File: src/design/mmu_pkg.sv
// Sv39 data MMU shared definitions
// address widths, page table entry layout, TLB fill and lookup records,
// walker memory port and the page fault exception record

package mmu_pkg;

    // ------------------------------
    // Sv39 geometry
    // ------------------------------
    localparam int unsigned XLEN          = 64;
    localparam int unsigned VLEN          = 39;
    localparam int unsigned PLEN          = 56;
    localparam int unsigned PPNW          = 44;
    localparam int unsigned VPNW          = 27;
    localparam int unsigned PT_LEVELS     = 3;
    localparam int unsigned PAGE_OFFSET_W = 12;
    localparam int unsigned PTE_SIZE_LOG2 = 3;
    // one VPN field per table level
    localparam int unsigned VPN_IDX_W     = VPNW / PT_LEVELS;

    // page table entry, msb first
    typedef struct packed {
        logic [9:0]      reserved;
        logic [PPNW-1:0] ppn;
        logic [1:0]      rsw;
        logic            d;
        logic            a;
        logic            g;
        logic            u;
        logic            x;
        logic            w;
        logic            r;
        logic            v;
    } pte_t;

    // ------------------------------
    // TLB records
    // ------------------------------
    typedef struct packed {
        logic            valid;
        logic [VPNW-1:0] vpn;
        logic            is_2m;
        logic            is_1g;
        pte_t            pte;
    } tlb_update_t;

    typedef struct packed {
        logic hit;
        logic is_2m;
        logic is_1g;
        pte_t pte;
    } tlb_lookup_t;

    // walker read port, addr held until gnt, data returns with rvalid
    typedef struct packed {
        logic            req;
        logic [PLEN-1:0] addr;
    } ptw_mem_req_t;

    typedef struct packed {
        logic            gnt;
        logic            rvalid;
        logic [XLEN-1:0] rdata;
    } ptw_mem_rsp_t;

    typedef enum logic [1:0] {
        PRIV_LVL_U = 2'd0,
        PRIV_LVL_S = 2'd1,
        PRIV_LVL_M = 2'd3
    } priv_lvl_e;

    typedef enum logic [5:0] {
        LOAD_PAGE_FAULT  = 6'd13,
        STORE_PAGE_FAULT = 6'd15
    } exc_cause_e;

    typedef struct packed {
        exc_cause_e      cause;
        logic [XLEN-1:0] tval;
        logic            valid;
    } exception_t;

endpackage

File: src/design/dtlb.sv
// Data TLB
// fully associative translation cache for 4K, 2M and 1G pages with a
// combinational lookup, round-robin fill and flush of all entries

`timescale 1ns/10ps

module dtlb #(
    parameter int unsigned DTLB_ENTRIES = 4
) (
    input  logic                     clk_i,
    input  logic                     rst_ni,
    input  logic                     flush_i,
    input  mmu_pkg::tlb_update_t     update_i,
    input  logic [mmu_pkg::VLEN-1:0] lu_vaddr_i,
    output mmu_pkg::tlb_lookup_t     lookup_o
);
    import mmu_pkg::*;

    localparam int unsigned IDX_W = $clog2(DTLB_ENTRIES);

    typedef struct packed {
        logic [VPNW-1:0] vpn;
        logic            is_2m;
        logic            is_1g;
        pte_t            pte;
    } tlb_entry_t;

    tlb_entry_t              entry_q [DTLB_ENTRIES];
    logic [DTLB_ENTRIES-1:0] valid_q;
    logic [IDX_W-1:0]        rr_ptr_q;
    logic [DTLB_ENTRIES-1:0] match;
    logic [VPNW-1:0]         lu_vpn;

    assign lu_vpn = lu_vaddr_i[VLEN-1:PAGE_OFFSET_W];

    // ------------------------------
    // tag compare
    // ------------------------------
    for (genvar i = 0; i < DTLB_ENTRIES; i++) begin : gen_match
        logic vpn2_eq;
        logic vpn1_eq;
        logic vpn0_eq;

        assign vpn2_eq = entry_q[i].vpn[2*VPN_IDX_W +: VPN_IDX_W] ==
                         lu_vpn[2*VPN_IDX_W +: VPN_IDX_W];
        assign vpn1_eq = entry_q[i].vpn[VPN_IDX_W +: VPN_IDX_W] ==
                         lu_vpn[VPN_IDX_W +: VPN_IDX_W];
        assign vpn0_eq = entry_q[i].vpn[0 +: VPN_IDX_W] == lu_vpn[0 +: VPN_IDX_W];

        // superpages ignore the lower vpn fields
        assign match[i] = valid_q[i] && vpn2_eq &&
                          (entry_q[i].is_1g || (vpn1_eq && (entry_q[i].is_2m || vpn0_eq)));
    end

    always_comb begin : lookup
        lookup_o = '0;
        for (int unsigned i = 0; i < DTLB_ENTRIES; i++) begin
            if (match[i]) begin
                lookup_o.hit   = 1'b1;
                lookup_o.is_2m = entry_q[i].is_2m;
                lookup_o.is_1g = entry_q[i].is_1g;
                lookup_o.pte   = entry_q[i].pte;
            end
        end
    end

    // ------------------------------
    // fill and flush
    // ------------------------------
    // flush wins over a fill in the same cycle
    always_ff @(posedge clk_i or negedge rst_ni) begin
        if (!rst_ni) begin
            valid_q  <= '0;
            rr_ptr_q <= '0;
        end else if (flush_i) begin
            valid_q <= '0;
        end else if (update_i.valid) begin
            valid_q[rr_ptr_q] <= 1'b1;
            rr_ptr_q          <= rr_ptr_q + IDX_W'(1);
        end
    end

    always_ff @(posedge clk_i) begin
        if (update_i.valid) begin
            entry_q[rr_ptr_q].vpn   <= update_i.vpn;
            entry_q[rr_ptr_q].is_2m <= update_i.is_2m;
            entry_q[rr_ptr_q].is_1g <= update_i.is_1g;
            entry_q[rr_ptr_q].pte   <= update_i.pte;
        end
    end

endmodule

File: src/design/lsu_translate.sv
// Load/store translation stage
// registers the request and TLB lookup, builds the physical address one
// cycle later and raises load or store page faults

`timescale 1ns/10ps

module lsu_translate (
    input  logic                     clk_i,
    input  logic                     rst_ni,
    input  logic                     translation_en_i,
    input  mmu_pkg::priv_lvl_e       ld_st_priv_i,
    input  logic                     sum_i,
    input  logic                     lsu_req_i,
    input  logic [mmu_pkg::VLEN-1:0] lsu_vaddr_i,
    input  logic                     lsu_is_store_i,
    input  mmu_pkg::tlb_lookup_t     lookup_i,
    input  logic                     walk_active_i,
    input  logic                     walk_error_i,
    input  logic [mmu_pkg::VLEN-1:0] walk_vaddr_i,
    output logic                     lsu_dtlb_hit_o,
    output logic                     lsu_valid_o,
    output logic [mmu_pkg::PLEN-1:0] lsu_paddr_o,
    output mmu_pkg::exception_t      lsu_exception_o
);
    import mmu_pkg::*;

    logic            req_q;
    logic            hit_q;
    logic            is_store_q;
    logic [VLEN-1:0] vaddr_q;
    tlb_lookup_t     lookup_q;
    logic            priv_err;
    logic            perm_err;
    exc_cause_e      fault_cause;

    // with translation off every request is ready at once
    assign lsu_dtlb_hit_o = translation_en_i ? lookup_i.hit : 1'b1;

    // ------------------------------
    // request register
    // ------------------------------
    always_ff @(posedge clk_i or negedge rst_ni) begin
        if (!rst_ni) begin
            req_q <= 1'b0;
            hit_q <= 1'b0;
        end else begin
            req_q <= lsu_req_i;
            hit_q <= lsu_dtlb_hit_o;
        end
    end

    always_ff @(posedge clk_i) begin
        is_store_q <= lsu_is_store_i;
        vaddr_q    <= lsu_vaddr_i;
        lookup_q   <= lookup_i;
    end

    // ------------------------------
    // permission checks
    // ------------------------------
    assign priv_err = ((ld_st_priv_i == PRIV_LVL_U) && !lookup_q.pte.u) ||
                      ((ld_st_priv_i == PRIV_LVL_S) && lookup_q.pte.u && !sum_i);

    // stores need w and d set, loads need r
    assign perm_err = priv_err || !lookup_q.pte.a ||
                      (is_store_q ? (!lookup_q.pte.w || !lookup_q.pte.d) : !lookup_q.pte.r);

    assign fault_cause = is_store_q ? STORE_PAGE_FAULT : LOAD_PAGE_FAULT;

    always_comb begin : response
        lsu_valid_o           = req_q && hit_q;
        lsu_paddr_o           = {{(PLEN-VLEN){1'b0}}, vaddr_q};
        lsu_exception_o.cause = LOAD_PAGE_FAULT;
        lsu_exception_o.tval  = '0;
        lsu_exception_o.valid = 1'b0;

        if (translation_en_i) begin
            lsu_paddr_o = {lookup_q.pte.ppn, vaddr_q[PAGE_OFFSET_W-1:0]};
            // superpages take the low vpn fields from the vaddr
            if (lookup_q.is_2m) begin
                lsu_paddr_o[PAGE_OFFSET_W +: VPN_IDX_W] = vaddr_q[PAGE_OFFSET_W +: VPN_IDX_W];
            end
            if (lookup_q.is_1g) begin
                lsu_paddr_o[PAGE_OFFSET_W +: 2*VPN_IDX_W] =
                    vaddr_q[PAGE_OFFSET_W +: 2*VPN_IDX_W];
            end

            if (req_q && hit_q) begin
                if (perm_err) begin
                    lsu_exception_o.cause = fault_cause;
                    lsu_exception_o.tval  = {{(XLEN-VLEN){1'b0}}, vaddr_q};
                    lsu_exception_o.valid = 1'b1;
                end
            end else if (walk_active_i && walk_error_i) begin
                // failed walk ends the held request
                lsu_valid_o           = 1'b1;
                lsu_exception_o.cause = fault_cause;
                lsu_exception_o.tval  = {{(XLEN-VLEN){1'b0}}, walk_vaddr_i};
                lsu_exception_o.valid = 1'b1;
            end
        end
    end

endmodule

File: src/design/mmu_top.sv
// Data MMU top level
// Sv39 load/store translation built from the data TLB, the page table
// walker and the registered translation stage

`timescale 1ns/10ps

module mmu_top #(
    parameter int unsigned DTLB_ENTRIES = 4
) (
    input  logic                     clk_i,
    input  logic                     rst_ni,
    input  logic                     flush_i,
    input  logic                     translation_en_i,
    input  mmu_pkg::priv_lvl_e       ld_st_priv_i,
    input  logic                     sum_i,
    input  logic [mmu_pkg::PPNW-1:0] satp_ppn_i,
    // load/store request and response
    input  logic                     lsu_req_i,
    input  logic [mmu_pkg::VLEN-1:0] lsu_vaddr_i,
    input  logic                     lsu_is_store_i,
    output logic                     lsu_dtlb_hit_o,
    output logic                     lsu_valid_o,
    output logic [mmu_pkg::PLEN-1:0] lsu_paddr_o,
    output mmu_pkg::exception_t      lsu_exception_o,
    output logic                     dtlb_miss_o,
    // walker memory port
    output mmu_pkg::ptw_mem_req_t    mem_req_o,
    input  mmu_pkg::ptw_mem_rsp_t    mem_rsp_i
);
    import mmu_pkg::*;

    tlb_update_t     dtlb_update;
    tlb_lookup_t     dtlb_lookup;
    logic            walk_active;
    logic            walk_error;
    logic [VLEN-1:0] walk_vaddr;

    dtlb #(
        .DTLB_ENTRIES ( DTLB_ENTRIES )
    ) i_dtlb (
        .clk_i      ( clk_i       ),
        .rst_ni     ( rst_ni      ),
        .flush_i    ( flush_i     ),
        .update_i   ( dtlb_update ),
        .lu_vaddr_i ( lsu_vaddr_i ),
        .lookup_o   ( dtlb_lookup )
    );

    page_walker i_page_walker (
        .clk_i            ( clk_i            ),
        .rst_ni           ( rst_ni           ),
        .translation_en_i ( translation_en_i ),
        .satp_ppn_i       ( satp_ppn_i       ),
        .lsu_req_i        ( lsu_req_i        ),
        .lsu_vaddr_i      ( lsu_vaddr_i      ),
        .lookup_i         ( dtlb_lookup      ),
        .mem_req_o        ( mem_req_o        ),
        .mem_rsp_i        ( mem_rsp_i        ),
        .update_o         ( dtlb_update      ),
        .walk_active_o    ( walk_active      ),
        .walk_error_o     ( walk_error       ),
        .walk_vaddr_o     ( walk_vaddr       ),
        .dtlb_miss_o      ( dtlb_miss_o      )
    );

    lsu_translate i_lsu_translate (
        .clk_i            ( clk_i            ),
        .rst_ni           ( rst_ni           ),
        .translation_en_i ( translation_en_i ),
        .ld_st_priv_i     ( ld_st_priv_i     ),
        .sum_i            ( sum_i            ),
        .lsu_req_i        ( lsu_req_i        ),
        .lsu_vaddr_i      ( lsu_vaddr_i      ),
        .lsu_is_store_i   ( lsu_is_store_i   ),
        .lookup_i         ( dtlb_lookup      ),
        .walk_active_i    ( walk_active      ),
        .walk_error_i     ( walk_error       ),
        .walk_vaddr_i     ( walk_vaddr       ),
        .lsu_dtlb_hit_o   ( lsu_dtlb_hit_o   ),
        .lsu_valid_o      ( lsu_valid_o      ),
        .lsu_paddr_o      ( lsu_paddr_o      ),
        .lsu_exception_o  ( lsu_exception_o  )
    );

endmodule

File: src/design/page_walker.sv
// Sv39 page table walker
// walks levels 2, 1 and 0 on a data TLB miss, reading one PTE per level
// through the memory port, and ends in a TLB fill or a page fault

`timescale 1ns/10ps

module page_walker (
    input  logic                     clk_i,
    input  logic                     rst_ni,
    input  logic                     translation_en_i,
    input  logic [mmu_pkg::PPNW-1:0] satp_ppn_i,
    input  logic                     lsu_req_i,
    input  logic [mmu_pkg::VLEN-1:0] lsu_vaddr_i,
    input  mmu_pkg::tlb_lookup_t     lookup_i,
    output mmu_pkg::ptw_mem_req_t    mem_req_o,
    input  mmu_pkg::ptw_mem_rsp_t    mem_rsp_i,
    output mmu_pkg::tlb_update_t     update_o,
    output logic                     walk_active_o,
    output logic                     walk_error_o,
    output logic [mmu_pkg::VLEN-1:0] walk_vaddr_o,
    output logic                     dtlb_miss_o
);
    import mmu_pkg::*;

    typedef enum logic [1:0] {
        IDLE,
        WAIT_GRANT,
        WAIT_RVALID,
        PROPAGATE_ERROR
    } walk_state_e;

    walk_state_e          state_q, state_d;
    logic [1:0]           level_q, level_d;
    logic                 miss_q, miss_d;
    logic [PPNW-1:0]      ptr_q, ptr_d;
    logic [VLEN-1:0]      vaddr_q, vaddr_d;
    logic [VPN_IDX_W-1:0] vpn_idx;
    pte_t                 pte;
    logic                 superpage_misaligned;

    assign pte = pte_t'(mem_rsp_i.rdata);

    // table index for the current level
    assign vpn_idx = vaddr_q[PAGE_OFFSET_W + level_q * VPN_IDX_W +: VPN_IDX_W];

    // a superpage leaf needs its low ppn fields clear
    assign superpage_misaligned =
        ((level_q == 2'd2) && (|pte.ppn[2*VPN_IDX_W-1:0])) ||
        ((level_q == 2'd1) && (|pte.ppn[VPN_IDX_W-1:0]));

    assign walk_active_o = (state_q != IDLE);
    assign walk_error_o  = (state_q == PROPAGATE_ERROR);
    assign walk_vaddr_o  = vaddr_q;
    assign dtlb_miss_o   = miss_q;

    // ------------------------------
    // walk FSM
    // ------------------------------
    always_comb begin : walk_fsm
        state_d        = state_q;
        level_d        = level_q;
        ptr_d          = ptr_q;
        vaddr_d        = vaddr_q;
        miss_d         = 1'b0;
        mem_req_o.req  = 1'b0;
        mem_req_o.addr = {ptr_q, vpn_idx, {PTE_SIZE_LOG2{1'b0}}};
        update_o.valid = 1'b0;
        update_o.vpn   = vaddr_q[VLEN-1:PAGE_OFFSET_W];
        update_o.is_1g = (level_q == 2'd2);
        update_o.is_2m = (level_q == 2'd1);
        update_o.pte   = pte;

        case (state_q)
            IDLE: begin
                if (translation_en_i && lsu_req_i && !lookup_i.hit) begin
                    state_d = WAIT_GRANT;
                    level_d = 2'(PT_LEVELS - 1);
                    ptr_d   = satp_ppn_i;
                    vaddr_d = lsu_vaddr_i;
                    miss_d  = 1'b1;
                end
            end
            WAIT_GRANT: begin
                mem_req_o.req = 1'b1;
                if (mem_rsp_i.gnt) begin
                    state_d = WAIT_RVALID;
                end
            end
            WAIT_RVALID: begin
                if (mem_rsp_i.rvalid) begin
                    if (!pte.v || (pte.w && !pte.r)) begin
                        state_d = PROPAGATE_ERROR;
                    end else if (pte.r || pte.x) begin
                        // leaf, its level sets the page size
                        if (superpage_misaligned) begin
                            state_d = PROPAGATE_ERROR;
                        end else begin
                            update_o.valid = 1'b1;
                            state_d        = IDLE;
                        end
                    end else if (level_q == 2'd0) begin
                        state_d = PROPAGATE_ERROR;
                    end else begin
                        // pointer to the next table
                        ptr_d   = pte.ppn;
                        level_d = level_q - 2'd1;
                        state_d = WAIT_GRANT;
                    end
                end
            end
            PROPAGATE_ERROR: begin
                state_d = IDLE;
            end
            default: begin
                state_d = IDLE;
            end
        endcase
    end

    always_ff @(posedge clk_i or negedge rst_ni) begin
        if (!rst_ni) begin
            state_q <= IDLE;
            level_q <= '0;
            miss_q  <= 1'b0;
        end else begin
            state_q <= state_d;
            level_q <= level_d;
            miss_q  <= miss_d;
        end
    end

    always_ff @(posedge clk_i) begin
        ptr_q   <= ptr_d;
        vaddr_q <= vaddr_d;
    end

endmodule

File: config.mk
export PLATFORM = sky130hd
export DESIGN_NAME = mmu_top
export DESIGN_NICKNAME = d
export VERILOG_FILES = /design/src/design/mmu_pkg.sv /design/src/design/dtlb.sv /design/src/design/lsu_translate.sv /design/src/design/mmu_top.sv /design/src/design/page_walker.sv
export SDC_FILE = /design/constraint.sdc
export NUM_CORES = 1
export LEC_CHECK = 0
export BUFFER_PORTS_ARGS = -buffer_cell sky130_fd_sc_hd__buf_2
export CORE_UTILIZATION = 44
export DETAILED_ROUTE_END_ITERATION = 6
export GPL_ROUTABILITY_DRIVEN = 0
export GPL_TIMING_DRIVEN = 0
export PLACE_DENSITY = 0.65
export SYNTH_ARGS = -nofsm -noshare
export SYNTH_HDL_FRONTEND = slang
export SYNTH_SLANG_ARGS = --single-unit
File: constraint.sdc
create_clock -name clk_i -period 5.9 [get_ports clk_i]
set_clock_uncertainty 0.05 [all_clocks]
set_input_delay 0.295 -clock clk_i [delete_from_list [all_inputs] [get_ports clk_i]]
set_output_delay 0.295 -clock clk_i [all_outputs]
set_load 0.01 [all_outputs]
Word-level counts from Yosys, hierarchy flattened
Memory sizes are Yosys's and may differ from the RTL's. Cells that the tools add are included.

Flip-flop bits (word level): 187. RAM bits: 372. Logic and storage cells: 163. Memories: 1.

Memory list: i_dtlb.entry_q (words 4, bits a word 93, read ports 4, clocked after Yosys merged registers in 0, write ports 1, line dtlb.sv:28) `tlb_entry_t entry_q [DTLB_ENTRIES];`.

Add/sub/neg operators: 3. $mul: 1. $lt $le $gt $ge: 2. Equality and inequality tests: 24. Shifts and indexed selects: 1. Mux-type cells: 51. Bitwise operators: 2. Reduce and logical (&&, ||, !) cells: 59.

Operator list (number): 71-bit two-way mux (4); 67-bit two-way mux (4); 44-bit two-way mux (5); 9-bit equality test (12); 44-bit one-hot mux with 2 select lines (1); 56-bit two-way mux (1); 39-bit by 33-bit variable part select with 9-bit output (1); 2-bit two-way mux (13); 1-bit logical AND (23); 18-bit two-way mux (1); 18-bit OR reduction (1); 1-bit two-way mux (16); 1-bit logical OR (15); 2-bit inequality test, second input constant (5); 1-bit zero test (9); 9-bit two-way mux (1); 9-bit OR reduction (1); 4-bit two-way mux (2); 2-bit one-hot mux with 4 select lines (1); 4-bit by 6-bit adder with 7-bit output, first input constant (1); 2-bit by 1-bit equality test with 1-bit output, second input constant (3); 2-bit equality test, second input constant (3); 2-bit zero test (3); 2-bit by 4-bit multiplier with 6-bit output, second input constant (1); other kinds (13) (16).

Logic depth before layout (Yosys ltp)
Gate-level depths: netlist (run 1). An unclocked memory read counts as a cell.

Depth in word-level cells: 14. Gate-level depth with buffers: 11. Gate-level depth less buffers: 9.

Cells and area by module
Synthesis (run 1) repeated with hierarchy kept, for this count alone.

Cells, all modules: 1602. Area total of the unflattened synthesis: 22968.3 µm².

By module, submodules not included: dtlb (times used 1, cells an instance 951, area each 14859.3 µm²); page_walker (times used 1, cells an instance 302, area each 4468.0 µm²); lsu_translate (times used 1, cells an instance 349, area each 3641.0 µm²).

Worst setup path before layout (run 1)
No wires, ideal clock.

Path kind: register -> register. From: register i_page_walker.level_q[0]. To: memory i_dtlb.entry_q[0][10] (netlist bit), enable pin. Arrival: 3838 ps. Data required time: 5404 ps. Slack: 1566 ps. Cell stages (with the launch flop): 10. Buffers on the path: 2. Period minus slack after synthesis: 4334 ps. Cells stage by stage: dfrtp_1 clkbuf_1 buf_1 inv_1 ha_1 nor2_1 a31oi_1 a211oi_1 and3_1 and2_1.

RTL lines: start: declaration (line page_walker.sv:33) `logic [1:0] level_q, level_d;`; start signal: assignment (line page_walker.sv:127) `level_q <= level_d;`; end: declaration (line dtlb.sv:28).

Final worst setup path (run 1)
From: input lsu_vaddr_i[37] (netlist bit). To: output lsu_dtlb_hit_o.

Longest elaborated chain between the ends: 8.

Ends and longest elaborated chain: start: declaration (line mmu_top.sv:19) `input logic [mmu_pkg::VLEN-1:0] lsu_vaddr_i,`; 9-bit equality test (line dtlb.sv:44) `assign vpn2_eq = entry_q[i].vpn[2*VPN_IDX_W +: VPN_IDX_W] ==`; 1-bit logical AND (2 in a row) (line dtlb.sv:51) `assign match[i] = valid_q[i] && vpn2_eq &&`; 67-bit two-way mux (3 in a row) (line dtlb.sv:58) `if (match[i]) begin`; 67-bit two-way mux (*) (line dtlb.sv:58); 1-bit two-way mux (*) (line lsu_translate.sv:37) `assign lsu_dtlb_hit_o = translation_en_i ? lookup_i.hit : 1'b1;`; end: declaration (line mmu_top.sv:21) `output logic lsu_dtlb_hit_o,`.

Every way passes the cells marked *; elsewhere a longest branch is shown, timed or not.

==> results of run 1 <==
==> cells in the mapped netlist, types with 25 or more instances <==
cell | number | area (sq um)
sky130_fd_sc_hd__edfxtp_1 | 395 | 11860
sky130_fd_sc_hd__nand2_1 | 121 | 454.2
sky130_fd_sc_hd__dfxtp_1 | 91 | 1822
sky130_fd_sc_hd__mux2_2 | 71 | 799.5
sky130_fd_sc_hd__nor2_1 | 69 | 259.0
sky130_fd_sc_hd__xor2_1 | 55 | 481.7
sky130_fd_sc_hd__xnor2_1 | 54 | 473.0
sky130_fd_sc_hd__buf_4 | 47 | 352.8
sky130_fd_sc_hd__clkbuf_1 | 44 | 165.2
sky130_fd_sc_hd__a21oi_1 | 42 | 210.2
sky130_fd_sc_hd__nor3_1 | 32 | 160.2
sky130_fd_sc_hd__o31ai_1 | 27 | 202.7
sky130_fd_sc_hd__a22o_1 | 26 | 227.7
sky130_fd_sc_hd__a221oi_1 | 25 | 219.0
==> power breakdown <==
part           switching (mW)  total [mW]  internal [mW]
Sequential             0.0976        4.12           4.02
Combinational           0.589        1.02          0.432
Clock                    1.30        3.13           1.83
Total                    1.99        8.27           6.28
==> metal layers <==
layer,up-vias,wire length (um),global-route usage
li1,5766,-,-
met1,6218,21850,0.3098
met2,510,25690,0.3899
met3,74,3806,0.04103
met4,2,1180,0.07046
met5,-,8,0
==> worst max path at each step <==
stage                     cells past startpoint                    end
after floorplan                               9  i_dtlb.entry_q[0][10]
after global placement                        9   i_dtlb.entry_q[2][4]
after detailed placement                     10  i_dtlb.entry_q[3][21]
after CTS                                    10         lsu_dtlb_hit_o
after global routing                         10         lsu_dtlb_hit_o
final                                        10         lsu_dtlb_hit_o
==> area by class of cell <==
| type | instances | area, sq um | share of cell area |
|---|---|---|---|
| Clock buffer | 74 | 1413 | 0.05712 |
| Multi-Input combinational cell | 699 | 4733 | 0.1914 |
| Antenna cell | 1 | 2.502 | 0.0001012 |
| Inverter | 12 | 45.04 | 0.001821 |
| Clock inverter | 20 | 198.9 | 0.008045 |
| Sequential cell | 499 | 14010 | 0.5665 |
| Timing Repair Buffer | 441 | 3013 | 0.1218 |
| Buffer | 106 | 583.1 | 0.02358 |
| Tap cell | 585 | 732.0 | 0.02960 |
==> layout by cell type, fill, tap and decap left out, types with 54 or more instances in the layout <==
cell,count
sky130_fd_sc_hd__buf_2,305
sky130_fd_sc_hd__clkbuf_1,62
sky130_fd_sc_hd__dfxtp_1,91
sky130_fd_sc_hd__dlygate4sd3_1,137
sky130_fd_sc_hd__edfxtp_1,395
sky130_fd_sc_hd__mux2_2,71
sky130_fd_sc_hd__nand2_1,120
sky130_fd_sc_hd__nor2_1,69
sky130_fd_sc_hd__xnor2_1,54
sky130_fd_sc_hd__xor2_1,55
==> flip-flops by register name, indices dropped and copies added (netlist names) <==
register / flops
i_page_walker.dtlb_miss_o: 1
i_dtlb.valid_q: 4
i_lsu_translate.lookup_q: 51
i_page_walker.state_q: 2
i_page_walker.walk_vaddr_o: 39
i_dtlb.rr_ptr_q: 2
i_lsu_translate.req_q: 1
i_page_walker.ptr_q: 44
i_lsu_translate.vaddr_q: 39
i_page_walker.level_q: 2
i_dtlb.entry_q: 312
i_lsu_translate.is_store_q: 1
i_lsu_translate.hit_q: 1
==> what timing repair did <==
action,4_1_cts,5_1_grt
hold endpoints to repair,337,0
setup endpoints to repair,0,0
hold buffers,137,0
==> logic make-up after synthesis <==
group | share of synthesized area
DFF | 0.7281
xor gates and xnor gates | 0.04962
other | 0.0003903
muxes | 0.04624
AOI/OAI and AO/OA | 0.06906
buffers and inverters | 0.03264
adders and majority gates | 0.004552
and+or+nand+nor | 0.06945
==> metrics by stage <==
step             util  instance area [sq um]  instances  total power, mW
2_1_floorplan       -                  19360       1316            4.677
3_3_place_gp   0.5010                  21580       2199            5.106
3_5_place_dp   0.5048                  21740       2205            5.138
4_1_cts        0.5740                  24730       2436            8.314
5_1_grt        0.5740                  24730       2436            8.542
6_report       0.5741                  24730       2437            8.268
==> summary.log, run 1 <==
qor: sta.hold_viol 0
qor: route.detailedRoute.firstPassIterationCount 5
qor: yosys.synthFlopType sky130_fd_sc_hd__edfxtp_1
qor: die.die_h 211.1 um
qor: sta.timing.final.crit_period 4.478 ns
qor: sta.rsz0062_at_grt false
qor: power.ir_drop 0.0002208 V
qor: route.initialDrtViolationCount 943
qor: die.floorplan.initialDensity 0.4467
qor: setup_path.worst-r2r-setup-slack 1.92 ns
qor: global_routing.maximum_number_of_pins_on_one_net_before_global_route_repair 54
qor: setup_path.cp.required 5.56 ns
qor: die.core_area 43080 sq um
qor: route.dr_total_vias 12570
qor: setup_path.worstPathCellList dlygate4sd3_1, buf_2, xor2_1, nor4_1, nand4_1, nor2_2, clkbuf_1, nor3_1, nand3b_1, buf_2
qor: power.power-per-cell-area 334.4 nW/um^2
qor: setup_path.regToRegStartpoint i_page_walker.level_q[0]
qor: power.cellLeakagePower 9.269 nW
qor: die.die-width 211.1 um
qor: clock_tree.post_cts_resize_count 0
qor: route.drt_wl_total 52.54 mm
qor: setup_path.cpMaxStageDelayCell sky130_fd_sc_hd__nand4_1
qor: clock_tree.tritoncts_buffer_count 51
qor: setup_path.critical_path_arrival 4.13 ns
qor: layout.number_of_fill_cells 3449
qor: place.dp_wirelength 35.18 mm
qor: die.design.die.area 44570 sq um
qor: clock_tree.tritoncts yes
qor: yosys.synth-edff-count 395
qor: min_path.timing.hold.worst_endpoint i_page_walker.ptr_q[5]
qor: setup_path.timing.setup.critical_path_class input port to primary output
qor: clock_tree.clockRootBuffer sky130_fd_sc_hd__clkbuf_16
qor: yosys.synthDistinctLibCells 50
qor: sta.hold_slack 0.04114 ns
qor: setup_path.crit_path_start lsu_vaddr_i[37]
qor: sta.totalNegativeSetupSlack 0 ns
qor: yosys.synthesis.area 19240 sq um
qor: setup_path.regToRegEndpoint i_dtlb.entry_q[3][20]
qor: setup_path.worst_r2r_path_depth 10
qor: layout.final_nets 1975
qor: sta.slew_headroom 0.3950
qor: yosys.instance_count_of_the_mapped_netlist 1285
qor: min_path.whs_path_depth 2
qor: sta.postLayoutSetupSlackWorst 1.422 ns
qor: layout.area_delta_synth_final 28.52%
qor: clock_tree.htree_levels 2
qor: setup_path.critical_path.startpoint_type input port
qor: job.timing.max_cap.violations 0
qor: die.num_ports 345
qor: yosys.synth_seq_cells 499
qor: clock_tree.post_cts.repair.setup_buffers 0
qor: sta.fin_crit_sh 0.7589
qor: route.routed_via_density 5.158
qor: yosys.synth-async-reset-ratio 0.02605
qor: global_routing.globalRoute.totalOverflow 0
qor: yosys.proportion_of_synthesized_chip_area_in_sequential_cells 0.7281
qor: global_routing.grt_pass1_vias 12430
qor: yosys.synth.yosys.warnings 0
qor: yosys.post_synth.cell_area_avg 14.97 sq um
qor: route.post-route-drc-count 0
qor: run_status.result_of_the_run complete, no violations
qor: place.place.port_buffers 298
qor: clock_tree.numClockSinks 499
qor: sta.final_max_slew_viol_count 0
qor: clock_tree.clk-insertion-delay-late 0.58 ns
qor: layout.drive_gt1_frac 0.2739
qor: setup_path.critical_path.max_stage_delay 0.74 ns
qor: route.drtAntennaViolNets 0
qor: setup_path.timing.critical_path.buf_inv 4
qor: setup_path.path_delay_family simple AND/OR/NAND/NOR gates
qor: clock_tree.cts.clk_slew.worst_paths 0.06 ns
qor: die.core.rowCount 76
qor: setup_path.path_common_cell sky130_fd_sc_hd__buf_2
qor: sta.report.final.setup_viol 0
qor: global_routing.grt_antenna_before_repair 3
qor: sta.max_clock_freq 223.3 MHz
qor: route.route.detailed.wl_per_inst 21.56 um
qor: setup_path.critical_path.endpoint_type primary output
qor: min_path.worstHoldPathType input port to register
qor: global_routing.globalRouteTotalUtil 0.2330
qor: place.dpl_worst_slack 1.980 ns
qor: clock_tree.clock_tree.buffer_depth 3
qor: global_routing.wire_length_of_the_first_global_routing_pass 76.11 mm
qor: setup_path.crit_fanout 10
qor: min_path.min-delay-start satp_ppn_i[5]
qor: sta.max_slew.worst_pin.slew 0.9075 ns
No activity file was read; power rests on OpenSTA's default activity.
==> run 2: changes to the inputs <==
ABC_AREA = 1   (was unset)
clock period = 4.4 ns   (was 5.9 ns; I/O delays follow)
==> summary.log, run 2 <==
qor: sta.slew_headroom 0.3662 [-0.02880]
qor: clock_tree.htree_levels 2 [unchanged]
qor: route.drt_wl_total 57.71 mm [+9.8%]
qor: layout.layout.cells.most_common_list 530 x sky130_fd_sc_hd__nand2_1, 395 x sky130_fd_sc_hd__edfxtp_1, 331 x sky130_fd_sc_hd__buf_2
qor: layout.largest_reg_flops 312 [unchanged]
qor: yosys.synth_top_cells_by_count 530 x sky130_fd_sc_hd__nand2_1, 395 x sky130_fd_sc_hd__edfxtp_1, 223 x sky130_fd_sc_hd__nor2_1
qor: yosys.synthesis.area 20220 sq um [+5.1%]
qor: sta.fin_crit_sh 0.9072
qor: layout.final_nets 2562 [+30%]
qor: setup_path.critical_path_arrival 4.25 ns [+0.12 ns]
qor: clock_tree.cts.clk_slew.worst_paths 0.06 ns [about the same]
qor: route.routed_via_density 4.949 [-4.1%]
qor: power.power-per-cell-area 460.9 nW/um^2 [+38%]
qor: setup_path.crit_path_start i_page_walker.level_q[0]
qor: power.cellLeakagePower 11.31 nW [+22%]
qor: layout.registers.top_by_ff_count i_dtlb.entry_q
qor: clock_tree.clock_tree.buffer_depth 3 [unchanged]
qor: yosys.instance_count_of_the_mapped_netlist 1852 [+44%]
qor: route.dr_total_vias 15050 [+20%]
qor: sta.timing.final.crit_period 3.992 ns
qor: setup_path.crit_path_end i_dtlb.entry_q[3][14]
qor: setup_path.timing.setup.critical_path_class register to register
qor: die.core_area 45380 sq um [+5.4%]
qor: setup_path.regToRegStartpoint i_page_walker.level_q[0]
qor: layout.largest_registers i_dtlb.entry_q (312), i_lsu_translate.lookup_q (51), i_page_walker.ptr_q (44)
qor: layout.area_delta_synth_final 29.75%
qor: sta.hold_slack 0.01728 ns [-0.02386 ns]
qor: place.place.port_buffers 297 [-0.34%]
qor: clock_tree.clk-insertion-delay-late 0.61 ns [+0.03 ns]
qor: yosys.synthDistinctLibCells 43 [-14%]
qor: yosys.synth.yosys.warnings 0 [unchanged]
qor: clock_tree.clockRootBuffer sky130_fd_sc_hd__clkbuf_16
qor: clock_tree.post_cts.repair.setup_buffers 0 [unchanged]
qor: sta.report.final.setup_viol 0 [unchanged]
qor: global_routing.grt_pass1_vias 14770 [+19%]
qor: layout.num_antenna_cells 0 [-1]
qor: yosys.synth.top_cells.by_area sky130_fd_sc_hd__edfxtp_1 59%, sky130_fd_sc_hd__nand2_1 9.8%, sky130_fd_sc_hd__dfxtp_1 9.0%, sky130_fd_sc_hd__nor2_1 4.1%, sky130_fd_sc_hd__inv_1 2.2%
qor: yosys.synth-async-reset-ratio 0.02605 [unchanged]
qor: sta.hold_viol 0 [unchanged]
qor: die.die_h 216.4 um [+2.5%]
qor: global_routing.grt_antenna_before_repair 2 [-1]
qor: setup_path.cp.required 4.65 ns [-0.91 ns]
qor: die.design.die.area 46820 sq um [+5.1%]
qor: layout.final_common_cell sky130_fd_sc_hd__nand2_1
qor: run_status.result_of_the_run complete, no violations
qor: yosys.synthFlopType sky130_fd_sc_hd__edfxtp_1
qor: route.post-route-drc-count 0 [unchanged]
qor: setup_path.regToRegEndpoint i_dtlb.entry_q[3][14]
qor: clock_tree.tritoncts_buffer_count 51 [unchanged]
qor: sta.max_slew.worst_pin.slew 0.9507 ns [+0.04321 ns]
qor: power.ir_drop 0.0003283 V [+49%]
qor: global_routing.maximum_number_of_pins_on_one_net_before_global_route_repair 37 [-31%]
qor: place.dpl_worst_slack 0.4585 ns [-1.522 ns]
qor: route.detailedRoute.firstPassIterationCount 7 [+2]
qor: setup_path.critical_path.endpoint_type register
qor: min_path.worstHoldPathType input port to asynchronous set/reset pin
qor: setup_path.worst-r2r-setup-slack 0.41 ns [-1.51 ns]
qor: sta.rsz0062_at_grt false
qor: setup_path.critical_path.startpoint_type register
qor: yosys.yosys.cell_count.top_type sky130_fd_sc_hd__nand2_1
qor: clock_tree.numClockSinks 499 [unchanged]
qor: die.die-width 216.4 um [+2.5%]
qor: job.timing.max_cap.violations 0 [unchanged]
qor: global_routing.globalRoute.totalOverflow 0 [unchanged]
qor: setup_path.worst_r2r_path_depth 10 [unchanged]
qor: yosys.post_synth.cell_area_avg 10.92 sq um [-27%]
qor: place.dp_wirelength 39.60 mm [+13%]
qor: setup_path.crit_fanout 25 [+15]
qor: global_routing.wire_length_of_the_first_global_routing_pass 86.39 mm [+14%]
qor: clock_tree.cts.hold.buffers_added 148 [+8.0%]
qor: sta.final_max_slew_viol_count 0 [unchanged]
qor: layout.finalNonFillerCells 3040 [+25%]
qor: layout.drive_gt1_frac 0.2156 [-0.05833]
qor: yosys.synth.top_cell.area_share 0.5865 [-0.02994]
qor: place.placed_cells 2796 [+27%]
qor: clock_tree.tritoncts yes
qor: route.initialDrtViolationCount 1276 [+35%]
qor: yosys.proportion_of_synthesized_chip_area_in_sequential_cells 0.6927 [-0.03536]
qor: sta.postLayoutSetupSlackWorst 0.4083 ns [-1.014 ns]
qor: sta.max_clock_freq 250.5 MHz
qor: die.floorplan.initialDensity 0.4456 [-0.001041]
qor: route.drtAntennaViolNets 0 [unchanged]
qor: clock_tree.post_cts_resize_count 0 [unchanged]
qor: yosys.synth-edff-count 395 [unchanged]
qor: sta.totalNegativeSetupSlack 0 ns [unchanged]
qor: die.num_ports 345 [unchanged]
qor: yosys.synth_seq_cells 499 [unchanged]
qor: global_routing.globalRouteTotalUtil 0.2458 [+0.01278]
qor: yosys.netlist.top_cell.by_area sky130_fd_sc_hd__edfxtp_1
qor: die.core.rowCount 78 [+2.6%]
qor: route.route.detailed.wl_per_inst 18.98 um [-12%]
run 2: cell count changes after synthesis, sizes merged, moves of 24 or more:
| cell | delta |
|---|---|
| nand2 | +414 |
| nor2 | +166 |
| inv | +114 |
| nand3 | +74 |
| mux2 | -62 |
| o21ai | +42 |
| xor2 | -36 |
| buf | +29 |
| o31ai | -27 |
| a22o | -26 |
| a221oi | -25 |
| a221o | -24 |
| and2 | -24 |
run 2: power breakdown:
part / total [mW] / internal, mW / switching [mW]
clock network: 4.57 / 2.69 / 1.88
logic: 1.86 / 0.654 / 1.21
registers: 5.66 / 5.52 / 0.142
run 2: how the worst min path moves through the flow:
stage               cells past startpoint  slack [ns]                        to
global route                            2        0.05         i_dtlb.valid_q[1]
CTS                                     2      0.0009  i_page_walker.state_q[0]
detailed placement                      1        0.09         i_dtlb.valid_q[0]
finish                                  2        0.02         i_dtlb.valid_q[1]
floorplan                               0       -0.13        i_dtlb.rr_ptr_q[0]
global placement                        1        0.08         i_dtlb.valid_q[3]
run 2: final cells by class:
| type | instances | area, sq um |
|---|---|---|
| buffer | 115 | 685.7 |
| sequential | 499 | 14010 |
| tap | 600 | 750.7 |
| fill | 3759 | 19140 |
| clock inverter | 26 | 297.8 |
| clock buffer | 70 | 1493 |
| timing repair buffer | 461 | 3316 |
| inverter | 127 | 476.7 |
| multi-input combinational | 1142 | 5213 |
run 2: per-layer routing:
metal  wire length (um)  global-route usage  up-vias
met5                  0                   0        -
met4               1174             0.06620        0
met3               4277             0.03761       80
met2              28280              0.4203      621
met1              23970              0.3256     7182
li1                   -                   -     7162
run 2: metrics by stage:
step / total power, mW / util / instance area [sq um]
after detailed placement: 7.443 / 0.5061 / 22970
after floorplan: 6.572 / - / 20340
final: 12.09 / 0.5782 / 26240
after CTS: 12.13 / 0.5782 / 26240
after global routing: 12.50 / 0.5782 / 26240
after global placement: 7.351 / 0.4976 / 22580
run 2: worst max-delay path: stages, from the launching register on:
cell                       delay [ns]
sky130_fd_sc_hd__dfrtp_1         0.35
sky130_fd_sc_hd__clkbuf_1        0.40
sky130_fd_sc_hd__inv_1           0.11
sky130_fd_sc_hd__clkbuf_1        0.30
sky130_fd_sc_hd__ha_1            0.39
sky130_fd_sc_hd__o22ai_1         0.19
sky130_fd_sc_hd__and3_1          0.23
sky130_fd_sc_hd__nand3_1         0.36
sky130_fd_sc_hd__nor2_4          0.79
sky130_fd_sc_hd__buf_12          0.30
sky130_fd_sc_hd__buf_16          0.19
run 2: kinds of logic after synthesis:
kind of cell,count (synthesis),share of synthesized area
adders and majority gates,7,0.004331
buffers and inverters,242,0.05748
AOI/OAI and AO/OA,137,0.03687
DFF,499,0.6927
and+or+nand+nor,903,0.1803
other,2,0.0003714
xor gates and xnor gates,53,0.02295
muxes,9,0.005012
